## src/logic/decode_macros.svh

```systemverilog
`ifndef DECODE_MACROS_SVH
`define DECODE_MACROS_SVH

// raw instruction word width
`define DEC_INSN_W 32

// major opcode field (bits 6:2) and funct3 field widths
`define DEC_GROUP_W 5
`define DEC_F3_W 3

// microcode entry address width, opcode group over funct3
`define DEC_ENTRY_W 8

// single entry where every illegal instruction lands
`define DEC_ILL_ENTRY 8'h99
// free opcode slot reused for the multiply/divide entries
`define DEC_MEXT_BASE 5'b10000

// stages from insn to out
`define DEC_PIPE_DEPTH 3

`endif

```

## src/logic/decode_pkg.sv

```systemverilog
`include "decode_macros.svh"

package decode_pkg;

  // major opcode groups, instruction bits 6:2
  // unlisted codes may still appear on the wire, they decode as illegal
  typedef enum logic [`DEC_GROUP_W-1:0] {
    GRP_LOAD     = 5'b00000,
    GRP_CUSTOM0  = 5'b00010,
    GRP_MISC_MEM = 5'b00011,
    GRP_OP_IMM   = 5'b00100,
    GRP_AUIPC    = 5'b00101,
    GRP_STORE    = 5'b01000,
    GRP_OP       = 5'b01100,
    GRP_LUI      = 5'b01101,
    GRP_BRANCH   = 5'b11000,
    GRP_JALR     = 5'b11001,
    GRP_JAL      = 5'b11011,
    GRP_SYSTEM   = 5'b11100
  } op_group_e;

  // stage 1 result, the fields the later stages need
  typedef struct packed {
    op_group_e             group;
    logic [`DEC_F3_W-1:0]  funct3;
    // low two bits are 11, i.e. not a compressed encoding
    logic                  quad_ok;
    // OP group with funct7 0000001
    logic                  mext;
  } fields_t;

  // stage 2 result
  typedef struct packed {
    fields_t fld;
    logic    ill;
  } legal_t;

  // stage 3 result, leaves the pipeline
  typedef struct packed {
    logic                    ill;
    logic                    mext;
    logic [`DEC_ENTRY_W-1:0] entry;
  } decoded_t;

endpackage

```

## src/logic/decode_top.sv

```systemverilog
`timescale 1ns/1ps
`include "decode_macros.svh"

// instruction pre-decode, `DEC_PIPE_DEPTH registered stages
// extract -> legality -> entry select, one register after each
module decode_top
  import decode_pkg::*;
(
  input  logic                   clk,
  input  logic                   rst,
  input  logic                   in_valid,
  input  logic [`DEC_INSN_W-1:0] insn,
  output logic                   out_valid,
  output decoded_t               out
);

  fields_t  s1_d;
  fields_t  s1_q;
  logic     s1_valid;
  legal_t   s2_d;
  legal_t   s2_q;
  logic     s2_valid;
  decoded_t s3_d;

  // stage 1, split and classify the raw word
  field_extract u_extract (
    .insn   (insn),
    .fields (s1_d)
  );

  pipe_reg #(.payload_t(fields_t)) s1_reg (
    .clk       (clk),
    .rst       (rst),
    .in_valid  (in_valid),
    .in_data   (s1_d),
    .out_valid (s1_valid),
    .out_data  (s1_q)
  );

  // stage 2, legality table
  legality_check u_legal (
    .fields (s1_q),
    .legal  (s2_d)
  );

  pipe_reg #(.payload_t(legal_t)) s2_reg (
    .clk       (clk),
    .rst       (rst),
    .in_valid  (s1_valid),
    .in_data   (s2_d),
    .out_valid (s2_valid),
    .out_data  (s2_q)
  );

  // stage 3, microcode entry address
  entry_select u_entry (
    .legal (s2_q),
    .dec   (s3_d)
  );

  // output register, no back-pressure
  pipe_reg #(.payload_t(decoded_t)) s3_reg (
    .clk       (clk),
    .rst       (rst),
    .in_valid  (s2_valid),
    .in_data   (s3_d),
    .out_valid (out_valid),
    .out_data  (out)
  );

endmodule

```

## src/logic/entry_select.sv

```systemverilog
`timescale 1ns/1ps
`include "decode_macros.svh"

module entry_select
  import decode_pkg::*;
(
  input  legal_t   legal,
  output decoded_t dec
);

  logic [`DEC_ENTRY_W-1:0] norm_entry;
  logic [`DEC_ENTRY_W-1:0] mext_entry;
  logic                    mext_ok;

  // plain entry, group over funct3
  assign norm_entry = {legal.fld.group, legal.fld.funct3};

  // mul/div sit in the otherwise unused 10000 slot
  assign mext_entry = {`DEC_MEXT_BASE, legal.fld.funct3};

  // an illegal word never claims to be a mul/div
  assign mext_ok = legal.fld.mext && !legal.ill;

  always_comb begin
    dec.ill  = legal.ill;
    dec.mext = mext_ok;
    if (legal.ill) begin
      // one shared trap entry
      dec.entry = `DEC_ILL_ENTRY;
    end else if (mext_ok) begin
      dec.entry = mext_entry;
    end else begin
      dec.entry = norm_entry;
    end
  end

endmodule

```

## src/logic/field_extract.sv

```systemverilog
`timescale 1ns/1ps
`include "decode_macros.svh"

module field_extract
  import decode_pkg::*;
(
  input  logic [`DEC_INSN_W-1:0] insn,
  output fields_t                fields
);

  // funct7 pattern of the M extension
  localparam logic [6:0] MEXT_F7 = 7'b0000001;

  logic [`DEC_GROUP_W-1:0] opc;
  logic [`DEC_F3_W-1:0]    f3;
  logic [6:0]              f7;
  logic [1:0]              quad;

  // raw slices
  assign opc  = insn[6:2];
  assign f3   = insn[14:12];
  assign f7   = insn[31:25];
  assign quad = insn[1:0];

  always_comb begin
    // cast keeps unlisted opcodes as they are, stage 2 rejects them
    fields.group  = op_group_e'(opc);
    fields.funct3 = f3;
    // only 32-bit encodings are handled, no C expansion here
    fields.quad_ok = (quad == 2'b11);
    // mul/div go to the microcoded entries
    // funct7 is only looked at here, bad shift encodings pass through
    fields.mext = (f7 == MEXT_F7) && (opc == GRP_OP);
  end

endmodule

```

## src/logic/legality_check.sv

```systemverilog
`timescale 1ns/1ps

module legality_check
  import decode_pkg::*;
(
  input  fields_t fields,
  output legal_t  legal
);

  logic tab_ill;

  // opcode/funct3 pairs that would land on a busy microcode location
  // unassigned groups fall to the default and count as illegal
  always_comb begin
    casez ({fields.group, fields.funct3})
      // load: LB LH LW LBU LHU
      8'b00000_00? : tab_ill = 1'b0;
      8'b00000_010 : tab_ill = 1'b0;
      8'b00000_011 : tab_ill = 1'b1;
      8'b00000_10? : tab_ill = 1'b0;
      8'b00000_11? : tab_ill = 1'b1;

      // custom0, only funct3 0
      8'b00010_000 : tab_ill = 1'b0;
      8'b00010_001 : tab_ill = 1'b1;
      8'b00010_01? : tab_ill = 1'b1;
      8'b00010_1?? : tab_ill = 1'b1;

      // misc_mem: FENCE, FENCE.I
      8'b00011_00? : tab_ill = 1'b0;
      8'b00011_01? : tab_ill = 1'b1;
      8'b00011_1?? : tab_ill = 1'b1;

      // op_imm and auipc, every funct3
      8'b0010?_??? : tab_ill = 1'b0;

      // store: SB SH SW
      8'b01000_00? : tab_ill = 1'b0;
      8'b01000_010 : tab_ill = 1'b0;
      8'b01000_011 : tab_ill = 1'b1;
      8'b01000_1?? : tab_ill = 1'b1;

      // op and lui, every funct3
      8'b0110?_??? : tab_ill = 1'b0;

      // branch: 2 and 3 have no compare
      8'b11000_00? : tab_ill = 1'b0;
      8'b11000_01? : tab_ill = 1'b1;
      8'b11000_1?? : tab_ill = 1'b0;

      // jalr, only funct3 0
      8'b11001_000 : tab_ill = 1'b0;
      8'b11001_001 : tab_ill = 1'b1;
      8'b11001_01? : tab_ill = 1'b1;
      8'b11001_1?? : tab_ill = 1'b1;

      // jal, funct3 is immediate bits
      8'b11011_??? : tab_ill = 1'b0;

      // system: ECALL/EBREAK and CSR ops, 4 is unused
      8'b11100_0?? : tab_ill = 1'b0;
      8'b11100_100 : tab_ill = 1'b1;
      8'b11100_101 : tab_ill = 1'b0;
      8'b11100_11? : tab_ill = 1'b0;

      default      : tab_ill = 1'b1;
    endcase
  end

  always_comb begin
    legal.fld = fields;
    // M ops take any funct3, bad quadrant overrides everything
    legal.ill = !fields.quad_ok || (tab_ill && !fields.mext);
  end

endmodule

```

## src/logic/pipe_reg.sv

```systemverilog
`timescale 1ns/1ps

module pipe_reg #(
  parameter type payload_t = logic
) (
  input  logic     clk,
  input  logic     rst,
  input  logic     in_valid,
  input  payload_t in_data,
  output logic     out_valid,
  output payload_t out_data
);

  // valid follows the upstream strobe every cycle
  always_ff @(posedge clk) begin
    if (rst) begin
      out_valid <= 1'b0;
    end else begin
      out_valid <= in_valid;
    end
  end

  // payload only moves with a valid beat
  // bubbles leave the last value in place, no toggling
  always_ff @(posedge clk) begin
    if (in_valid) begin
      out_data <= in_data;
    end
  end

endmodule

```

## config.mk

```make
export PLATFORM = sky130hd
export DESIGN_NAME = decode_top
export DESIGN_NICKNAME = d
export VERILOG_FILES = /design/src/logic/decode_pkg.sv /design/src/logic/decode_top.sv /design/src/logic/entry_select.sv /design/src/logic/field_extract.sv /design/src/logic/legality_check.sv /design/src/logic/pipe_reg.sv
export VERILOG_INCLUDE_DIRS = /design/src /design/src/logic
export SDC_FILE = /design/constraint.sdc
export NUM_CORES = 1
export LEC_CHECK = 0
export BUFFER_PORTS_ARGS = -buffer_cell sky130_fd_sc_hd__buf_2
export CAP_MARGIN = 20
export CELL_PAD_IN_SITES_DETAIL_PLACEMENT = 0
export CELL_PAD_IN_SITES_GLOBAL_PLACEMENT = 1
export CORE_UTILIZATION = 43
export CTS_CLUSTER_DIAMETER = 200
export DETAILED_ROUTE_END_ITERATION = 8
export PLACE_DENSITY_LB_ADDON = 0.15
export SETUP_SLACK_MARGIN = 0.2
export SLEW_MARGIN = 20
export SYNTH_ARGS = -nofsm -noshare
export SYNTH_HDL_FRONTEND = slang
export SYNTH_HIERARCHICAL = 1
export SYNTH_SLANG_ARGS = --single-unit
```

## constraint.sdc

```tcl
create_clock -name clk -period 3.4 [get_ports clk]
set_input_delay 0.34 -clock clk [delete_from_list [all_inputs] [get_ports clk]]
set_output_delay 0.34 -clock clk [all_outputs]
set_load 0.01 [all_outputs]
```

### Yosys cells after proc, flatten, opt, wreduce, memory -nomap -nowiden

Cells that the tools add are included.

* equality and inequality tests: 18
* mux-type cells: 2
* reduce and logical (&&, ||, !) cells: 10

Operators by type and width (number)
* 8-bit == test, second input constant: 2
* 16-bit OR reduction: 1
* 7-bit == test, second input constant: 2
* 6-bit == test, second input constant: 2
* 8-bit by 2-bit == test with 1-bit output, second input constant: 1
* 8-bit by 5-bit == test with 1-bit output, second input constant: 1
* 8-bit by 7-bit == test with 1-bit output, second input constant: 1
* 7-bit by 1-bit == test with 1-bit output, second input constant: 1
* 7-bit by 2-bit == test with 1-bit output, second input constant: 1
* 7-bit by 4-bit == test with 1-bit output, second input constant: 1
* 7-bit by 6-bit == test with 1-bit output, second input constant: 1
* 7-bit zero test: 1
* 5-bit by 4-bit == test with 1-bit output, second input constant: 1
* 5-bit == test, second input constant: 1
* 5-bit two-way mux: 1
* 4-bit by 2-bit == test with 1-bit output, second input constant: 1
* 4-bit by 3-bit == test with 1-bit output, second input constant: 1
* 1-bit logical AND: 3
* 1-bit zero test: 3
* 2-bit == test, second input constant: 1
* 2-bit OR reduction: 1
* 1-bit logical OR: 1
* 1-bit two-way mux: 1

* register bits after elaboration: 33
* bits of input ports: 35
* output and inout port bits: 11
* word-level logic and storage cells: 45

### Longest topological paths before layout

Gate-level depths: netlist (run 1).

* depth in word-level cells: 5
* gate-level depth with buffers: 4
* gate-level depth less buffers: 4

### Modules after synthesis

The synthesis (run 1) kept the hierarchy.

By module, submodules not included
* pipe_reg (s1_reg ...): instances 2, cells each 12, area each 334.1 sq um, sequential area each 320.3 sq um
* pipe_reg (s2_reg): instances 1, cells each 13, area each 364.1 sq um, sequential area each 350.3 sq um
* legality_check: instances 1, cells each 34, area each 246.5 sq um, sequential area each 0.0 sq um
* field_extract: instances 1, cells each 13, area each 100.1 sq um, sequential area each 0.0 sq um
* entry_select: instances 1, cells each 13, area each 93.8 sq um, sequential area each 0.0 sq um

### Worst setup path before layout (run 1)

OpenSTA, ideal clock, no wires.

* kind: register to register
* start: reg s1_reg/out_data[4] (netlist bit)
* end: reg s2_reg/out_data[0] (netlist bit), data pin
* setup time: 0.257 ns
* arrival time: 1.170 ns
* required time: 3.143 ns
* path slack: 1.973 ns
* cell stages (with the launch flop): 4
* buffers on the path: 0
* period minus slack after synthesis: 1.427 ns
* cell sequence: edfxtp_1 -> or4b_1 -> o221ai_1 -> o21ai_1

RTL lines
* start, declared: RTL line pipe_reg.sv:11 `output payload_t out_data`
* start signal, assigned: RTL line pipe_reg.sv:27 `out_data <= in_data;`
* end signal, assigned: RTL line pipe_reg.sv:27
* end, declared: RTL line pipe_reg.sv:11

==> results of run 1 <==
sequential cells by signal, indices dropped and copies added (netlist names):
register,cells
s1_reg/out_data,10
s1_reg/out_valid,1
s2_reg/out_data,10
s2_reg/out_valid,1
s3_reg/out_data,10
s3_reg/out_valid,1
routing by layer:
layer / wire [um] / share of wire, % / up-vias / GRT usage (%)
met1: 684 / 39 / 348 / 11.8
li1: - / - / 372 / -
met4: 42 / 2.4 / 0 / 8.31
met3: 151 / 8.6 / 5 / 7.36
met2: 873 / 50 / 36 / 20.2
met5: 0 / 0 / - / 0
critical path, stage by stage (launching register included):
cell      delay, ps
edfxtp_1        480
or4b_1          560
o221ai_1        230
o21ai_1          80
report_power, final:
group | total [W] | switching (W) | internal [W]
sequential | 0.000491 | 0.0000228 | 0.000468
clock | 0.000273 | 0.000120 | 0.000153
combinational | 0.0000406 | 0.0000156 | 0.0000250
total | 0.000805 | 0.000159 | 0.000646
worst max-delay path by stage:
stage,from,end,slack [ps],cells past startpoint
floorplan,s1_reg/out_data[4],s2_reg/out_data[0],1970,3
global placement,s1_reg/out_data[4],s2_reg/out_data[0],1880,3
detailed placement,s1_reg/out_data[4],s2_reg/out_data[0],1830,3
CTS,s1_reg/out_data[4],s2_reg/out_data[0],1830,3
global route,s1_reg/out_data[6],s2_reg/out_data[0],1760,3
finish,s1_reg/out_data[4],s2_reg/out_data[0],1830,3
layout make-up:
cell class / instances / area share, %
Sequential cell: 33 / 61.5
Multi-Input combinational cell: 41 / 20.3
Clock buffer: 6 / 2.64
Inverter: 1 / 0.240
Timing Repair Buffer: 30 / 9.62
Clock inverter: 2 / 2.16
Tap cell: 44 / 3.53
stage by stage:
stage	cells	total power, W	hold WS, ps
after floorplan	95	0.000538	404
after global placement	149	0.000540	451
after detailed placement	149	0.000542	462
after CTS	157	0.000817	170
after global routing	157	0.000841	159
final	157	0.000805	187
==> results.md, run 1 <==
* Status: complete, no violations
* Die Area at ~3600 um^2
* Initial Utilization at between 40% and 50%
* Max rail drop VDD at around 340 uV
* CP Max Fanout at 6
* Cell Rows at 20
* Clk_lat worst skew at 330 ps
* Vias in the first global route at approximately 730
* Ys Warns at 6
* Buffers on Ports at 30
* Most frequent cells in the layout: buf_2 (30), edfxtp_1 (30), clkbuf_4 (5), nor3b_1 (5)
* Startpoint types: flop
* F_max at 0.639 GHz
* First-pass GRT wire length at approximately 3000 um
* Register area at a little under 1000 um^2
* Final Cell Area at 1560 um^2
* Fin nets at between 100 and 150
* Post-CTS Resized at 0
* Worst Hold Class: in2reg
* Worst reg-to-reg setup slack at about 1800 ps
* Final Slew Violations at 0
* RSZ-0062 raised after global routing: no
* Per-cell routed wire length at ~11 um
* Ports at between 40 and 50
* WP data required at roughly 3500 ps
* Tightest Pin Transition at 432 ps
* Hold EP: s1_reg/out_data[3]
* CTS hold repair buffers at 0
* Crit path kind: reg2reg
* P&R area growth vs syn at 8.81%
* DRT antenna net count at 0
* Total track usage at about 12%
* Worst R2R Path Depth at 3
* Largest net degree at the start of global routing at 12
* Final wirelength at 1750 um
* Initial antenna violation count at 0
* N_diodes at 0
* P_leak at between 0.5 and 0.6 nW
* Setup total negative slack at 0 ps
* Initial DRC count at 22
* Fillers at 284
* Final worst-path cycle share at a little under half
* CTS Buf Count at 5
* Worst hold path cell count at 1
* Die Wd at approximately 60 um
* Worst R2R Start: s1_reg/out_data[4]
* Root Driver: clkbuf_4
* DPL Wire Length at roughly 1200 um
* RePlAce Congestion at between 0.6 and 0.7
* Clk sinks at 33
* Total gr overflow at 0
* Final Hold Fails at 0
* First-pass iteration count of the detailed router at 4
* Final Critical Period at between 1500 and 2000 ps
* Post-layout util at 50.3%
* Worst r2r dst: s2_reg/out_data[0]
* CTS tree: done
* Power Dens Cells at 516 nW/um^2
* Worst Path Arrival at roughly 1700 ps
* Ratio of cells with drive above 1 in the final layout at about two fifths
* Total number of vias at ~760
* Max-cap viol count at 0
* Placeable Area at around 3100 um^2
* Clk buf depth at 2
* Mean Syn Cell Area at 15.1 um^2
* Post-Place Cell Area at roughly 1500 um^2
* Die height at about 60 um
* H-tree Lvls at 2
* Multi-input logic area at 317 um^2
* Setup WS pre-CTS at 1830 ps
* Mapped Nets at 130
* Slew headroom at between 70% and 80%
* Post-CTS setup buffers at 0
* Vias/cell at 4.85
* HP Start: insn[13]
* Final WS setup at roughly 1800 ps
* Worst Setup End Kind: flop
* # setup viols final at 0
* Post-synthesis cell count at 95
* Clock slew at reported path FFs at ~90 ps
* Netlist Area Pre-Place at between 1000 and 1500 um^2
* Max Clock Skew at about 8.5 ps
* DRC viols at 0
No activity file was read; power rests on OpenSTA's default activity.
==> inputs of run 2 (changes only) <==
Settings changed: CORE_UTILIZATION 43 to 40.
Clock period 3.4 ns to 1.5 ns, I/O delays scaled along.
==> run 2 against run 1 <==
Clock power rose to 3.0 times the previous value; die area up 7.3%; sequential power up 120%; flip-flop and latch count unchanged; non-clock buffer count up 20; critical path depth unchanged; final cell count up 14%; power rose to 2.6 times the previous value; routed wire length up 19%; fmax up 5.7%; largest cell class unchanged.
==> results.md, run 2 (same netlist as run 1, synthesis figures left out) <==
* Slew headroom at a little over two thirds
* Status: complete, no violations
* DRT antenna net count at 0
* WP data required at 1600 ps
* Worst reg-to-reg setup slack at approximately 20 ps
* Final wirelength at roughly 2100 um
* # setup viols final at 0
* Final Slew Violations at 0
* Total number of vias at 829
* CTS tree: done
* H-tree Lvls at 2
* Max Clock Skew at between 10 and 15 ps
* Crit path kind: reg2reg
* Final worst-path cycle share at between 90% and 100%
* DRC viols at 0
* CTS Buf Count at 5
* First-pass GRT wire length at approximately 3200 um
* F_max at about 0.68 GHz
* RePlAce Congestion at roughly 0.73
* RSZ-0062 raised after global routing: yes
* Initial DRC count at 21
* Layout Cells excl Fill at about 180
* Critical Path End: s2_reg/out_data[0]
* Die Wd at slightly above 60 um
* Worst R2R Path Depth at 3
* Power Dens Cells at 1180 nW/um^2
* Total track usage at between 10% and 20%
* Final Hold Fails at 0
* Cell Rows at 21
* Die height at 61.9 um
* Worst Hold Class: in2reg
* N_diodes at 0
* Fin Hold WS at between 60 and 70 ps
* Final Critical Period at roughly 1500 ps
* Max-cap viol count at 0
* Vias in the first global route at 740
* Worst Setup End Kind: flop
* Startpoint types: flop
* Overall Power at about 0.0021 W
* P&R area growth vs syn at 23.5%
* Cell Count Post-Placement at 158
* Clock slew at reported path FFs at about 110 ps
* Top flop regs: s1_reg/out_data (10), s2_reg/out_data (10), s3_reg/out_data (10)
* DPL Wire Length at roughly 1400 um
* Setup total negative slack at 0 ps
* Ports at 46
* Tightest Pin Transition at ~450 ps
* P_leak at roughly 0.68 nW
* Worst r2r dst: s2_reg/out_data[0]
* CP Max Fanout at 4
* Buffers on Ports at 30
* Vias/cell at between 4 and 5
* Clk sinks at 33
* Initial antenna violation count at 0
* Fin nets at 167
* Clk buf depth at 2
* Clk_lat worst skew at between 300 and 400 ps
* Initial Utilization at around 42%
* Largest net degree at the start of global routing at 12
* Max rail drop VDD at about 940 uV
* Per-cell routed wire length at ~12 um
* Most frequent cells in the layout: buf_2 (30), edfxtp_1 (30), buf_4 (12)
* Worst Path Arrival at approximately 1600 ps
* Total gr overflow at 0
* Worst Setup SP: s1_reg/out_data[6]
* First-pass iteration count of the detailed router at 4
* Worst R2R Start: s1_reg/out_data[6]
* Die Area at approximately 3800 um^2
* Ratio of cells with drive above 1 in the final layout at a little under half
* Placeable Area at ~3400 um^2
* Root Driver: clkbuf_4
run 2: worst min path at each step:
stage / cells past startpoint / slack, ps / endpoint / startpoint
after floorplan: 1 / 210 / s1_reg/out_valid / rst
after global placement: 1 / 330 / s1_reg/out_data[2] / insn[12]
after detailed placement: 1 / 330 / s1_reg/out_data[2] / insn[12]
after CTS: 2 / 60 / s1_reg/out_valid / rst
after global routing: 2 / 40 / s1_reg/out_valid / rst
final: 2 / 70 / s1_reg/out_valid / rst
run 2: layout make-up:
class	instances	area, um^2
Sequential cell	33	961
Inverter	1	3.75
Tap cell	46	57.6
Multi-Input combinational cell	41	327
Timing Repair Buffer	50	320
Clock buffer	5	37.5
Fill cell	278	1620
Clock inverter	3	65.1
run 2: power breakdown:
part	leakage [nW]	internal, W	switching [W]	total [W]
sequential	0.312	0.00106	0.0000408	0.00110
clock	0.0552	0.000516	0.000301	0.000817
combinational	0.311	0.000102	0.0000624	0.000164
total	0.678	0.00168	0.000404	0.00208
run 2: metrics by stage:
step | utilization, % | cell area (um^2) | worst slack (ps)
2_1_floorplan | - | 1440 | 72.6
3_3_place_gp | 45.5 | 1540 | 57.2
3_5_place_dp | 45.5 | 1540 | 51.5
4_1_cts | 51.2 | 1730 | 49.1
5_1_grt | 52.3 | 1770 | -22.5
6_report | 52.3 | 1770 | 19.6
run 2: critical path: stages (launching register included):
cell      delay (ps)
edfxtp_1         460
or4b_4           510
o221ai_2         190
o21ai_1           80
run 2: timing repair:
item                                    in CTS  in global routing
gates resized for setup                      3                  0
hold buffers                                 8                  0
hold endpoints to repair                     8                  0
pin swaps                                    0                  1
endpoints found under the setup margin       1                  1
buffers inserted                             0                  5
run 2: per-layer routing:
layer / up-vias / track usage (%) / wire (um)
met2: 41 / 22.4 / 1050
li1: 413 / - / -
met3: 9 / 6.21 / 153
met1: 366 / 11.8 / 833
met4: 0 / 6.67 / 51
met5: - / 0 / 0
==> inputs of run 3 (changes only) <==
Settings changed: PLACE_DENSITY set to 0.8, PLACE_DENSITY_LB_ADDON 0.15 to not set.
==> run 3 against run 2 <==
Design area decreased by 2.1%; largest power group unchanged; critical path type unchanged; fmax increased by 0.82%; critical path depth increased by 2; sequential power about the same; routed wire length decreased by 4.6%; combinational power about the same; register-to-register slack about the same; highest routed layer unchanged; die area unchanged; count of clock-buffer cells in the layout increased by 1.
==> results.md, run 3 (same netlist as run 1, synthesis figures left out) <==
* Buf+Inv Stages, Crit Path at 1
* F_max at approximately 0.68 GHz
* Hold EP: s1_reg/out_valid
* First-pass GRT wire length at between 3000 and 4000 um
* Vias/cell at 4.72
* CP Max Fanout at 6
* Max-cap viol count at 0
* Setup WS pre-CTS at between 30 and 40 ps
* Post-Place Cell Area at around 1500 um^2
* Startpoint types: flop
* Worst r2r dst: s2_reg/out_data[0]
* Worst Path Arrival at around 1600 ps
* Most frequent cells in the layout: buf_2 (30), edfxtp_1 (30), buf_4 (9)
* Switching power at 0.000384 W
* DPL Wire Length at about 1300 um
* Placeable Area at about 3400 um^2
* Final wirelength at 1990 um
* Final Hold Fails at 0
* Ports at between 40 and 50
* Clk_lat worst skew at 330 ps
* Status: complete, no violations
* CTS Buf Count at 5
* RSZ-0062 raised after global routing: yes
* Die Area at around 3800 um^2
* Worst R2R Path Depth at 5
* Final Cell Area at 1730 um^2
* First-pass iteration count of the detailed router at 4
* Ratio of cells with drive above 1 in the final layout at between 40 and 50%
* Crit path kind: reg2reg
* Post-layout util at between 50% and 60%
* Total track usage at between 10% and 20%
* Total number of vias at 830
* N_diodes at 0
* Worst Setup End Kind: flop
* Worst reg-to-reg setup slack at about 32 ps
* Cell family with most CP delay: flip-flops
* Initial antenna violation count at 0
* Final WS setup at around 32 ps
* # setup viols final at 0
* Largest net degree at the start of global routing at 12
* Cell Rows at 21
* Initial Utilization at 42.3%
* Total gr overflow at 0
* Clock slew at reported path FFs at around 100 ps
* Register share of total power at slightly below 60%
* Setup total negative slack at 0 ps
* Top flop regs: s1_reg/out_data (10), s2_reg/out_data (10), s3_reg/out_data (10)
* Final worst-path cycle share at a little over nine tenths
* Max stage delay on crit path at roughly 480 ps
* Fin nets at around 160
* Clock share of power at about a third
* DRT antenna net count at 0
* Root Driver: clkbuf_4
* Clk sinks at 33
* Tightest Pin Transition at approximately 430 ps
* CP cell instances: buf_4, nor3_1, o21ai_0, nand4b_1, o21ai_1
* HP Start: rst
* Buffers on Ports at 30
* Worst R2R Start: s1_reg/out_data[9]
* RePlAce Congestion at 0.744
* Sw Ratio at between 20% and 30%
* Slew headroom at 71.3%
* Vias in the first global route at 809
* P&R area growth vs syn at 20.8%
* Clk buf depth at 2
* Internal cell power at around 0.0015 W
* Die Wd at just over 60 um
* Max rail drop VDD at ~750 uV
* DRC viols at 0
* Worst Hold Class: in2reg
* Initial DRC count at 21
* Final Critical Period at about 1500 ps
* Overall Power at approximately 0.0019 W
* Per-cell routed wire length at approximately 11 um
* P_leak at roughly 0.66 nW
* Die height at ~62 um
* Power Dens Cells at between 1000 and 1500 nW/um^2
* CTS tree: done
* CP max stage cell: edfxtp_1
* Logic pwr share at approximately 8.5%
* Worst hold path cell count at 2
* Max Clock Skew at between 7 and 8 ps
* Final Slew Violations at 0
* WP data required at between 1500 and 2000 ps
* H-tree Lvls at 2
* Fillers at roughly 300
-- run 3: per-layer routing --
metal  track usage (%)  share of wire [%]
met1              11.2                 40
met2              22.7                 52
met3              6.21                6.2
met4              5.71                1.9
met5                 0                  0
-- run 3: layout make-up --
cell class                      instances  area (um^2)  area share, %
Clock buffer                            6         41.3           2.38
Timing Repair Buffer                   47          300           17.3
Clock inverter                          2         33.8           1.95
Multi-Input combinational cell         41          337           19.4
Tap cell                               46         57.6           3.32
Sequential cell                        33          961           55.4
Inverter                                1         3.75          0.216
-- run 3: power by group through the flow --
| stage | clock network (W) | logic, W | registers, W |
|---|---|---|---|
| 5_1_grt | 0.000680 | 0.000173 | 0.00111 |
| 2_1_floorplan | 0 | 0.000100 | 0.00112 |
| 3_3_place_gp | 0 | 0.000114 | 0.00112 |
| 4_1_cts | 0.000647 | 0.000146 | 0.00110 |
| 6_report | 0.000629 | 0.000161 | 0.00110 |
| 3_5_place_dp | 0 | 0.000118 | 0.00113 |
-- run 3: what timing repair did --
item | 4_1_cts | 5_1_grt
endpoints found under the hold margin | 8 | 0
resized for setup | 1 | 5
buffers inserted | 2 | 2
hold buffers | 8 | 0
endpoints found under the setup margin | 1 | 2
pin swaps | 0 | 1
-- run 3: worst max-delay path by stage --
stage / start / to / slack (ps) / depth (start not counted)
finish: s1_reg/out_data[9] / s2_reg/out_data[0] / 30 / 5
CTS: s1_reg/out_data[4] / s2_reg/out_data[0] / 80 / 3
detailed placement: s1_reg/out_data[7] / s2_reg/out_data[0] / 40 / 4
global route: s1_reg/out_data[9] / s2_reg/out_data[0] / 20 / 5
global placement: s1_reg/out_data[6] / s2_reg/out_data[0] / 80 / 3
floorplan: s1_reg/out_data[4] / s2_reg/out_data[0] / 70 / 3
-- run 3: metrics by stage --
step                instances  hold WS (ps)
finish                    176          75.2
global route              176          55.6
CTS                       174          61.0
detailed placement        156           328
global placement          156           326
floorplan                  95           214
